<file path="src/pipe_pkg.sv">
// pipeline package
// widths, operation codes, data ROM contents rule and hazard FSM
// state encoding shared by the integer back end and its testbench
package pipe_pkg;

	// datapath and register file
	localparam int XLEN   = 32;
	localparam int REG_AW = 5;
	localparam int IMM_W  = 12;

	// decoded operations
	localparam int OP_W = 2;
	localparam logic [OP_W-1:0] OP_ADD  = 2'd0;
	localparam logic [OP_W-1:0] OP_ADDI = 2'd1;
	localparam logic [OP_W-1:0] OP_LOAD = 2'd2;

	// data ROM, word k holds ROM_BASE + k * ROM_STRIDE
	localparam int ROM_AW    = 6;
	localparam int ROM_WORDS = 64;
	localparam logic [XLEN-1:0] ROM_BASE   = 32'h1357_0000;
	localparam logic [XLEN-1:0] ROM_STRIDE = 32'h0001_0203;

	// hazard unit states
	localparam logic HZ_RUN       = 1'b0;
	localparam logic HZ_WAIT_LOAD = 1'b1;

endpackage

</file>
<file path="src/reg_file.sv">
`timescale 1ns/1ps
// integer register file
// 32 x 32-bit, two combinational read ports and one synchronous write port,
// register zero always reads as zero
module reg_file (
	input  logic                        clock,
	input  logic                        reset,
	input  logic [pipe_pkg::REG_AW-1:0] rd_addr0_i,
	input  logic [pipe_pkg::REG_AW-1:0] rd_addr1_i,
	output logic [pipe_pkg::XLEN-1:0]   rd_data0_o,
	output logic [pipe_pkg::XLEN-1:0]   rd_data1_o,
	input  logic                        wr_en_i,
	input  logic [pipe_pkg::REG_AW-1:0] wr_addr_i,
	input  logic [pipe_pkg::XLEN-1:0]   wr_data_i
);

	logic [pipe_pkg::XLEN-1:0] regs [2**pipe_pkg::REG_AW];

	always_ff @(posedge clock) begin
		if (reset) begin
			for (int i = 0; i < 2**pipe_pkg::REG_AW; i++) begin
				regs[i] <= '0;
			end
		end else if (wr_en_i && (wr_addr_i != '0)) begin
			// writes to r0 are dropped
			regs[wr_addr_i] <= wr_data_i;
		end
	end

	// no write-through, same-cycle writes come from the bypass
	assign rd_data0_o = (rd_addr0_i == '0) ? '0 : regs[rd_addr0_i];
	assign rd_data1_o = (rd_addr1_i == '0) ? '0 : regs[rd_addr1_i];

endmodule

</file>
<file path="src/hazard_unit.sv">
`timescale 1ns/1ps
// read-after-write hazard and bypass unit
// compares the issuing sources with the execute and memory destinations,
// forwards results that are ready and stalls issue behind loads in flight
module hazard_unit (
	input  logic                        clock,
	input  logic                        reset,
	input  logic [pipe_pkg::REG_AW-1:0] rs0_i,
	input  logic [pipe_pkg::REG_AW-1:0] rs1_i,
	input  logic                        ren0_i,
	input  logic                        ren1_i,
	input  logic                        issue_i,
	input  logic                        ex_busy_i,
	input  logic                        ex_is_load_i,
	input  logic [pipe_pkg::REG_AW-1:0] ex_rd_i,
	input  logic [pipe_pkg::XLEN-1:0]   ex_result_i,
	input  logic                        mem_busy_i,
	input  logic                        mem_is_load_i,
	input  logic [pipe_pkg::REG_AW-1:0] mem_rd_i,
	input  logic                        mem_done_i,
	input  logic [pipe_pkg::XLEN-1:0]   mem_data_i,
	output logic                        fwd0_o,
	output logic                        fwd1_o,
	output logic [pipe_pkg::XLEN-1:0]   bypass0_o,
	output logic [pipe_pkg::XLEN-1:0]   bypass1_o,
	output logic                        stall_o
);

	logic [pipe_pkg::REG_AW-1:0] src0;
	logic [pipe_pkg::REG_AW-1:0] src1;
	logic [pipe_pkg::REG_AW-1:0] ex_dst;
	logic [pipe_pkg::REG_AW-1:0] mem_dst;
	logic                        ex_m0;
	logic                        ex_m1;
	logic                        mem_m0;
	logic                        mem_m1;
	logic                        stall0;
	logic                        stall1;
	logic                        mem_load_pend;
	logic                        state_q;
	logic                        state_d;
	logic [pipe_pkg::XLEN-1:0]   load_q;

	// operand data for one source, execute first since it is younger
	function automatic logic [pipe_pkg::XLEN-1:0] pick(input logic ex_m, input logic mem_m);
		logic [pipe_pkg::XLEN-1:0] data;
		data = '0;
		if (ex_m) begin
			data = ex_result_i;
		end else if (mem_m && (!mem_is_load_i || mem_done_i)) begin
			// alu result, or the load word in its completion cycle
			data = mem_data_i;
		end else if (mem_m) begin
			data = load_q;
		end
		return data;
	endfunction

	// masked addresses, zero means nothing to compare
	assign src0    = (issue_i && ren0_i) ? rs0_i : '0;
	assign src1    = (issue_i && ren1_i) ? rs1_i : '0;
	assign ex_dst  = ex_busy_i ? ex_rd_i : '0;
	assign mem_dst = mem_busy_i ? mem_rd_i : '0;

	assign ex_m0  = (src0 != '0) && (src0 == ex_dst);
	assign ex_m1  = (src1 != '0) && (src1 == ex_dst);
	assign mem_m0 = (src0 != '0) && (src0 == mem_dst);
	assign mem_m1 = (src1 != '0) && (src1 == mem_dst);

	assign mem_load_pend = (mem_m0 || mem_m1) && mem_is_load_i && !mem_done_i;

	// an execute match shadows the older memory entry
	assign stall0 = ex_m0 ? ex_is_load_i : (mem_m0 && mem_is_load_i && !mem_done_i);
	assign stall1 = ex_m1 ? ex_is_load_i : (mem_m1 && mem_is_load_i && !mem_done_i);

	assign stall_o = stall0 || stall1 || ((state_q == pipe_pkg::HZ_WAIT_LOAD) && !mem_done_i);

	assign fwd0_o    = ex_m0 || mem_m0;
	assign fwd1_o    = ex_m1 || mem_m1;
	assign bypass0_o = pick(ex_m0, mem_m0);
	assign bypass1_o = pick(ex_m1, mem_m1);

	always_comb begin
		state_d = state_q;
		case (state_q)
			pipe_pkg::HZ_RUN: begin
				if (mem_load_pend) begin
					state_d = pipe_pkg::HZ_WAIT_LOAD;
				end
			end
			pipe_pkg::HZ_WAIT_LOAD: begin
				if (mem_done_i) begin
					state_d = pipe_pkg::HZ_RUN;
				end
			end
			default: state_d = pipe_pkg::HZ_RUN;
		endcase
	end

	always_ff @(posedge clock) begin
		if (reset) begin
			state_q <= pipe_pkg::HZ_RUN;
		end else begin
			state_q <= state_d;
		end
	end

	// keep the returned load word while issue is still held
	always_ff @(posedge clock) begin
		if (mem_done_i && (mem_m0 || mem_m1)) begin
			load_q <= mem_data_i;
		end
	end

endmodule

</file>
<file path="src/issue_stage.sv">
`timescale 1ns/1ps
// issue stage
// accepts decoded instructions, picks operands from the register file or
// the bypass network and launches them into execute when not stalled
module issue_stage (
	input  logic                        clock,
	input  logic                        reset,
	input  logic                        instr_valid_i,
	input  logic [pipe_pkg::OP_W-1:0]   instr_op_i,
	input  logic [pipe_pkg::REG_AW-1:0] instr_rs0_i,
	input  logic [pipe_pkg::REG_AW-1:0] instr_rs1_i,
	input  logic [pipe_pkg::REG_AW-1:0] instr_rd_i,
	input  logic [pipe_pkg::IMM_W-1:0]  instr_imm_i,
	output logic                        instr_ready_o,
	input  logic                        stall_i,
	input  logic                        hold_i,
	input  logic                        fwd0_i,
	input  logic                        fwd1_i,
	input  logic [pipe_pkg::XLEN-1:0]   bypass0_i,
	input  logic [pipe_pkg::XLEN-1:0]   bypass1_i,
	input  logic [pipe_pkg::XLEN-1:0]   rf_data0_i,
	input  logic [pipe_pkg::XLEN-1:0]   rf_data1_i,
	output logic                        ren0_o,
	output logic                        ren1_o,
	output logic [pipe_pkg::REG_AW-1:0] rs0_o,
	output logic [pipe_pkg::REG_AW-1:0] rs1_o,
	output logic                        issue_o,
	output logic [pipe_pkg::OP_W-1:0]   op_o,
	output logic [pipe_pkg::REG_AW-1:0] rd_o,
	output logic [pipe_pkg::XLEN-1:0]   opa_o,
	output logic [pipe_pkg::XLEN-1:0]   opb_o
);

	logic                      is_add;
	logic                      en_q;
	logic [pipe_pkg::XLEN-1:0] src0_data;
	logic [pipe_pkg::XLEN-1:0] src1_data;
	logic [pipe_pkg::XLEN-1:0] imm_ext;

	// issue opens once reset has been released
	always_ff @(posedge clock) begin
		if (reset) begin
			en_q <= 1'b0;
		end else begin
			en_q <= 1'b1;
		end
	end

	// read enables from the operation
	assign is_add = (instr_op_i == pipe_pkg::OP_ADD);
	assign ren0_o = is_add || (instr_op_i == pipe_pkg::OP_ADDI) ||
		(instr_op_i == pipe_pkg::OP_LOAD);
	assign ren1_o = is_add;

	assign rs0_o = ren0_o ? instr_rs0_i : '0;
	assign rs1_o = ren1_o ? instr_rs1_i : '0;

	assign src0_data = fwd0_i ? bypass0_i : rf_data0_i;
	assign src1_data = fwd1_i ? bypass1_i : rf_data1_i;
	assign imm_ext   = {{(pipe_pkg::XLEN-pipe_pkg::IMM_W){instr_imm_i[pipe_pkg::IMM_W-1]}},
		instr_imm_i};

	// launch on the handshake
	assign instr_ready_o = en_q && !stall_i && !hold_i;
	assign issue_o       = instr_valid_i && instr_ready_o;

	assign op_o  = instr_op_i;
	assign rd_o  = instr_rd_i;
	assign opa_o = src0_data;
	// second operand is rs1 only for ADD
	assign opb_o = is_add ? src1_data : imm_ext;

endmodule

</file>
<file path="src/exec_stage.sv">
`timescale 1ns/1ps
// execute stage
// pipeline register holding the operation tag, destination and sum,
// frozen while the memory stage waits on a load
module exec_stage (
	input  logic                        clock,
	input  logic                        reset,
	input  logic                        issue_i,
	input  logic [pipe_pkg::OP_W-1:0]   op_i,
	input  logic [pipe_pkg::REG_AW-1:0] rd_i,
	input  logic [pipe_pkg::XLEN-1:0]   opa_i,
	input  logic [pipe_pkg::XLEN-1:0]   opb_i,
	input  logic                        hold_i,
	output logic                        busy_o,
	output logic                        is_load_o,
	output logic [pipe_pkg::REG_AW-1:0] rd_o,
	output logic [pipe_pkg::XLEN-1:0]   result_o,
	output logic                        hold_o
);

	logic                        busy_q;
	logic [pipe_pkg::OP_W-1:0]   op_q;
	logic [pipe_pkg::REG_AW-1:0] rd_q;
	logic [pipe_pkg::XLEN-1:0]   sum;
	logic [pipe_pkg::XLEN-1:0]   sum_q;

	// one adder serves all three operations
	assign sum = opa_i + opb_i;

	always_ff @(posedge clock) begin
		if (reset) begin
			busy_q <= 1'b0;
		end else if (!hold_i) begin
			// empties when nothing new arrives
			busy_q <= issue_i;
		end
	end

	always_ff @(posedge clock) begin
		if (issue_i && !hold_i) begin
			op_q  <= op_i;
			rd_q  <= rd_i;
			sum_q <= sum;
		end
	end

	assign busy_o    = busy_q;
	assign is_load_o = busy_q && (op_q == pipe_pkg::OP_LOAD);
	assign rd_o      = rd_q;
	assign result_o  = sum_q;

	// a held memory stage blocks this register, so issue stops too
	assign hold_o = hold_i;

endmodule

</file>
<file path="src/mem_stage.sv">
`timescale 1ns/1ps
// memory stage
// passes ALU sums through in one cycle or reads the data ROM with a
// variable wait, then drives writeback to the register file
module mem_stage (
	input  logic                        clock,
	input  logic                        reset,
	input  logic                        ex_busy_i,
	input  logic                        ex_is_load_i,
	input  logic [pipe_pkg::REG_AW-1:0] ex_rd_i,
	input  logic [pipe_pkg::XLEN-1:0]   ex_result_i,
	input  logic                        mem_wait_i,
	output logic                        hold_o,
	output logic                        busy_o,
	output logic                        is_load_o,
	output logic [pipe_pkg::REG_AW-1:0] rd_o,
	output logic                        done_o,
	output logic [pipe_pkg::XLEN-1:0]   data_o,
	output logic                        wb_valid_o,
	output logic [pipe_pkg::REG_AW-1:0] wb_rd_o,
	output logic [pipe_pkg::XLEN-1:0]   wb_data_o
);

	logic                        busy_q;
	logic                        load_q;
	logic [pipe_pkg::REG_AW-1:0] rd_q;
	logic [pipe_pkg::XLEN-1:0]   result_q;
	logic [pipe_pkg::ROM_AW-1:0] rom_idx;
	logic [pipe_pkg::XLEN-1:0]   rom_word;
	logic [pipe_pkg::XLEN-1:0]   rom [pipe_pkg::ROM_WORDS];

	// constant data ROM
	for (genvar k = 0; k < pipe_pkg::ROM_WORDS; k++) begin : g_rom
		assign rom[k] = pipe_pkg::ROM_BASE + pipe_pkg::ROM_STRIDE * k;
	end

	always_ff @(posedge clock) begin
		if (reset) begin
			busy_q <= 1'b0;
		end else if (!hold_o) begin
			busy_q <= ex_busy_i;
		end
	end

	always_ff @(posedge clock) begin
		if (!hold_o && ex_busy_i) begin
			load_q   <= ex_is_load_i;
			rd_q     <= ex_rd_i;
			result_q <= ex_result_i;
		end
	end

	// address wraps to the ROM size
	assign rom_idx  = result_q[pipe_pkg::ROM_AW-1:0];
	assign rom_word = rom[rom_idx];

	// load finishes on the first cycle without wait
	assign done_o = busy_q && load_q && !mem_wait_i;
	assign hold_o = busy_q && load_q && mem_wait_i;

	assign busy_o    = busy_q;
	assign is_load_o = busy_q && load_q;
	assign rd_o      = rd_q;
	assign data_o    = load_q ? rom_word : result_q;

	// one pulse per instruction, in program order
	assign wb_valid_o = busy_q && (!load_q || !mem_wait_i);
	assign wb_rd_o    = rd_q;
	assign wb_data_o  = data_o;

endmodule

</file>
<file path="src/pipe_top.sv">
`timescale 1ns/1ps
// in-order integer back end
// issue, execute and memory stages with the hazard unit and register file
module pipe_top (
	input  logic                        clock,
	input  logic                        reset,
	input  logic                        instr_valid_i,
	input  logic [pipe_pkg::OP_W-1:0]   instr_op_i,
	input  logic [pipe_pkg::REG_AW-1:0] instr_rs0_i,
	input  logic [pipe_pkg::REG_AW-1:0] instr_rs1_i,
	input  logic [pipe_pkg::REG_AW-1:0] instr_rd_i,
	input  logic [pipe_pkg::IMM_W-1:0]  instr_imm_i,
	input  logic                        mem_wait_i,
	output logic                        instr_ready_o,
	output logic                        wb_valid_o,
	output logic [pipe_pkg::REG_AW-1:0] wb_rd_o,
	output logic [pipe_pkg::XLEN-1:0]   wb_data_o
);

	logic                        ren0, ren1, issue, stall, fwd0, fwd1;
	logic                        ex_hold, mem_hold;
	logic [pipe_pkg::REG_AW-1:0] rs0, rs1, iss_rd;
	logic [pipe_pkg::OP_W-1:0]   iss_op;
	logic [pipe_pkg::XLEN-1:0]   rf_data0, rf_data1, bypass0, bypass1, opa, opb;
	logic                        ex_busy, ex_is_load;
	logic [pipe_pkg::REG_AW-1:0] ex_rd;
	logic [pipe_pkg::XLEN-1:0]   ex_result;
	logic                        mem_busy, mem_is_load, mem_done;
	logic [pipe_pkg::REG_AW-1:0] mem_rd;
	logic [pipe_pkg::XLEN-1:0]   mem_data;

	issue_stage u_issue (
		.clock, .reset, .instr_valid_i, .instr_op_i, .instr_rs0_i, .instr_rs1_i,
		.instr_rd_i, .instr_imm_i, .instr_ready_o, .stall_i(stall), .hold_i(ex_hold),
		.fwd0_i(fwd0), .fwd1_i(fwd1), .bypass0_i(bypass0), .bypass1_i(bypass1),
		.rf_data0_i(rf_data0), .rf_data1_i(rf_data1), .ren0_o(ren0), .ren1_o(ren1),
		.rs0_o(rs0), .rs1_o(rs1), .issue_o(issue), .op_o(iss_op), .rd_o(iss_rd),
		.opa_o(opa), .opb_o(opb)
	);

	exec_stage u_exec (
		.clock, .reset, .issue_i(issue), .op_i(iss_op), .rd_i(iss_rd), .opa_i(opa),
		.opb_i(opb), .hold_i(mem_hold), .busy_o(ex_busy), .is_load_o(ex_is_load),
		.rd_o(ex_rd), .result_o(ex_result), .hold_o(ex_hold)
	);

	mem_stage u_mem (
		.clock, .reset, .ex_busy_i(ex_busy), .ex_is_load_i(ex_is_load), .ex_rd_i(ex_rd),
		.ex_result_i(ex_result), .mem_wait_i, .hold_o(mem_hold), .busy_o(mem_busy),
		.is_load_o(mem_is_load), .rd_o(mem_rd), .done_o(mem_done), .data_o(mem_data),
		.wb_valid_o, .wb_rd_o, .wb_data_o
	);

	// compares against the instruction waiting at issue
	hazard_unit u_hazard (
		.clock, .reset, .rs0_i(rs0), .rs1_i(rs1), .ren0_i(ren0), .ren1_i(ren1),
		.issue_i(instr_valid_i), .ex_busy_i(ex_busy), .ex_is_load_i(ex_is_load),
		.ex_rd_i(ex_rd), .ex_result_i(ex_result), .mem_busy_i(mem_busy),
		.mem_is_load_i(mem_is_load), .mem_rd_i(mem_rd), .mem_done_i(mem_done),
		.mem_data_i(mem_data), .fwd0_o(fwd0), .fwd1_o(fwd1), .bypass0_o(bypass0),
		.bypass1_o(bypass1), .stall_o(stall)
	);

	reg_file u_rf (
		.clock, .reset, .rd_addr0_i(rs0), .rd_addr1_i(rs1), .rd_data0_o(rf_data0),
		.rd_data1_o(rf_data1), .wr_en_i(wb_valid_o), .wr_addr_i(wb_rd_o),
		.wr_data_i(wb_data_o)
	);

endmodule

</file>
<file path="config.mk">
export PLATFORM = sky130hd
export DESIGN_NAME = pipe_top
export DESIGN_NICKNAME = d
export VERILOG_FILES = /design/src/pipe_pkg.sv /design/src/reg_file.sv /design/src/hazard_unit.sv /design/src/issue_stage.sv /design/src/exec_stage.sv /design/src/mem_stage.sv /design/src/pipe_top.sv
export SDC_FILE = /design/constraint.sdc
export NUM_CORES = 2
export LEC_CHECK = 0
export BUFFER_PORTS_ARGS = -buffer_cell sky130_fd_sc_hd__clkbuf_2
export CAP_MARGIN = 20
export CORE_MARGIN = 10
export CORE_UTILIZATION = 55
export DETAILED_ROUTE_END_ITERATION = 6
export PLACE_DENSITY = 0.8
export SLEW_MARGIN = 20
export SYNTH_ARGS = -nofsm -noshare
export SYNTH_HDL_FRONTEND = slang
export SYNTH_HIERARCHICAL = 1
export SYNTH_SLANG_ARGS = --single-unit
</file>
<file path="constraint.sdc">
create_clock -name clock -period 8.9 [get_ports clock]
set_clock_uncertainty 0.2 [all_clocks]
set_input_delay 0.89 -clock clock [delete_from_list [all_inputs] [get_ports clock]]
set_output_delay 0.89 -clock clock [all_outputs]
set_load 0.03 [all_outputs]
</file>
==> results_dict.tcl <==
set metrics [dict create \
    tightest_slew_ns 1.31 \
    r2r_slack_ns 3.10 \
    yosys-top-cells-area "edfxtp_1, mux4_2, and2_1" \
    drive_gt1_share_pct 24.6 \
    die_h_um 359 \
    tns_ns 0 \
    power_density_mw_per_mm2 187 \
    period_minus_slack_ns 6.96 \
    portBuffers 71 \
    gr-total-overflow 0 \
    async_reset_ff_share_pct 0 \
    hold_path_end "u_exec/rd_o[4]" \
    ys_warn_count 6 \
    fin_ws_ns 1.94 \
    crit_path_end_kind "flop" \
    maxSlewHeadroom_pct 12.5 \
    cts.sinks 1137 \
    syn-cell-area_mm2 0.0631 \
    fin_cells 5928 \
    syn_to_final_growth_pct 8.51 \
    gp_congestion 0.976 \
    worstHoldPathCells 1 \
    min_from "instr_rd_i[4]" \
    num_vias 42200 \
    ant_nets 0 \
    met1_length_um 68200 \
    power_w 0.0128 \
    firstDrtPassIters 7 \
    grt_pass1_wl_um 286000 \
    h-tree-depth 3 \
    antenna_found_initial 5 \
    setup_viol 0 \
    synth.avg_cell_area_um2 14.3 \
    die_w_um 359 \
    drc 0 \
    cts_made_buffers 114 \
    cts_buffer_depth 3 \
    yosysSeqAreaShare_pct 54.0 \
    slowest_stage "and2_4" \
    vdd_ir_drop_max_v 0.000176 \
    clkTransAtPathRegs_ns 0.06 \
    placed_cells 5719 \
    synth.top_cell.area_share_pct 53.9 \
    critical_path_class "input port to flop" \
    vias_per_cell 7.11 \
    finalWirelength_um 200000 \
    hp-class "input port to flop" \
    ctsResizeCount 0 \
    grt_setup_unrepaired "false" \
    reg2reg_to "u_exec/result_o[20]" \
    r2r-start "u_mem/load_q" \
    core.rowCount 124 \
    cap_violations 0 \
    slowest_delay_ns 0.63 \
    cp_cell_sequence "clkbuf_2 > or2_4 > clkinv_4 > and2_4 > buf_12 > buf_12 > buf_4 > mux4_2 > a221oi_1 > o21ai_0 > and3_1 > mux2i_1 > o21ai_1 > ha_1 > nand3_1 > nor2_1 > a211oi_2 > o21ai_0 > a21oi_1 > o21bai_1 > xor2_1" \
    wl_per_cell_um 33.7 \
    cp.required_ns 9.17 \
    slew_violations 0 \
    track_usage_pct 30.6 \
    io_pins 72 \
    post-place-ws_ns 1.33 \
    whs_ns 0.156 \
    drt_iter0_drc 6889 \
    synth-seq-cells 1137 \
    synth_ff_type "edfxtp_1" \
    dieArea_mm2 0.129 \
    cts_tree "done" \
    cp_data_arrival_time_ns 7.24 \
    met3_length_um 29700 \
    rr_worst_depth 17 \
    dpl.hpwl_um 122000 \
    post_cts_buffers 0 \
    leakage_nw 23.9 \
    core-area_mm2 0.114 \
    finalCritPeriodShare_pct 78.2 \
    root_buffer "clkbuf_16" \
    synth_edf_count 1133 \
    path_max_fanout 33 \
    clk_latency_ns 0.73 \
    max_freq_ghz 0.144 \
    cp-start-kind "input port" \
    netlist_instances 4409 \
    yosys.area.top_type "edfxtp_1" \
    wl_met2_um 87800 \
    finish.net_count 4394 \
    cts_hold_buf 0 \
    top_layer_used "met5" \
    start_util_pct 55.3 \
    hold_viol_final 0 \
    outcome "finished clean" \
    grt_pass1_vias 41900 \
    synth_cell_types 94 \
    grt_max_degree 98 \
]
==> registers in the layout, indices dropped and copies added (netlist names) <==
| name | cells |
|---|---|
| u_exec/rd_o | 5 |
| u_mem/load_q | 1 |
| u_exec/result_o | 32 |
| u_exec/op_q | 2 |
| u_mem/busy_o | 1 |
| u_hazard/state_q | 1 |
| u_hazard/load_q | 32 |
| u_mem/result_q | 32 |
| u_mem/rd_o | 5 |
| u_rf/regs | 1024 |
| u_exec/busy_o | 1 |
| u_issue/en_q | 1 |
==> critical path: cells and delay by family <==
family,cells,cell delay (ns)
buf+inv,5,1.26
xor+xnor,1,0.14
mux,2,0.66
simple gates,5,1.52
fa+ha+maj,1,0.42
compound gates,7,2.29
==> power by group <==
part,internal [W],total [W],switching [W]
sequential,0.00612,0.00626,0.000136
clock,0.00271,0.00479,0.00209
combinational,0.000696,0.00178,0.00108
total,0.00953,0.0128,0.00331
==> logic make-up after synthesis <==
| family | after synthesis | synth area share [%] |
|---|---|---|
| flops | 1137 | 54.0 |
| buf+inv | 501 | 4.07 |
| compound gates | 530 | 5.79 |
| simple gates | 1403 | 13.2 |
| xor+xnor | 41 | 0.569 |
| mux | 758 | 21.5 |
| other cells | 1 | 0.00594 |
| fa+ha+maj | 38 | 0.765 |
==> worst max path at each step <==
stage	from	end	slack, ns
3_5_place_dp	instr_op_i[1]	u_exec/result_o[20]	1.33
3_3_place_gp	instr_op_i[1]	u_exec/result_o[20]	1.40
2_1_floorplan	instr_op_i[1]	u_exec/op_q[0]	2.91
5_1_grt	instr_op_i[1]	u_exec/result_o[20]	1.71
4_1_cts	instr_op_i[1]	u_exec/result_o[20]	2.09
6_report	instr_op_i[1]	u_exec/result_o[20]	1.94
==> synth_stat cells, types with 62 or more instances <==
cell	count
buf_2	69
o22ai_1	109
o21ai_0	88
clkbuf_1	281
nor3_1	62
mux2i_1	217
mux4_2	472
nor2_1	68
and2_1	1013
mux2_2	66
a21oi_1	80
edfxtp_1	1133
buf_4	85
nand2_1	111
==> area by class of cell <==
type / instances / area (um2)
well taps: 1512 / 1890
repair buffers: 248 / 1860
inverters: 20 / 80.1
fillers: 8464 / 45700
clock buffers: 138 / 2960
multi-input cells: 2802 / 26900
diodes: 1 / 2.50
clock inverters: 70 / 679
flip-flops and latches: 1137 / 34100
==> stage by stage <==
step                      area, um2  util (%)
final                         68500      60.0
after global routing          68500      60.0
after CTS                     68500      60.0
after detailed placement      64800      56.8
after global placement        64800      56.8
after floorplan               63200         -
==> cell usage in the layout (no fill, tap or decap), drive strengths merged, types with 52 or more instances in the layout <==
cell type     n
o22ai       109
mux4        472
edfxtp     1133
o21ai       122
nor2         68
mux2         69
a2111oi      55
a21oi        81
nand2       114
clkinv       52
mux2i       217
and2       1014
clkbuf      208
buf         178
nor3         63
==> per-layer routing <==
layer  GRT usage [%]  up-vias
met5               0        -
met4            18.3        2
met3            8.85      726
met2            45.3     3744
met1            40.0    21000
li1                -    16700
Power figures use the tool's default switching activity.
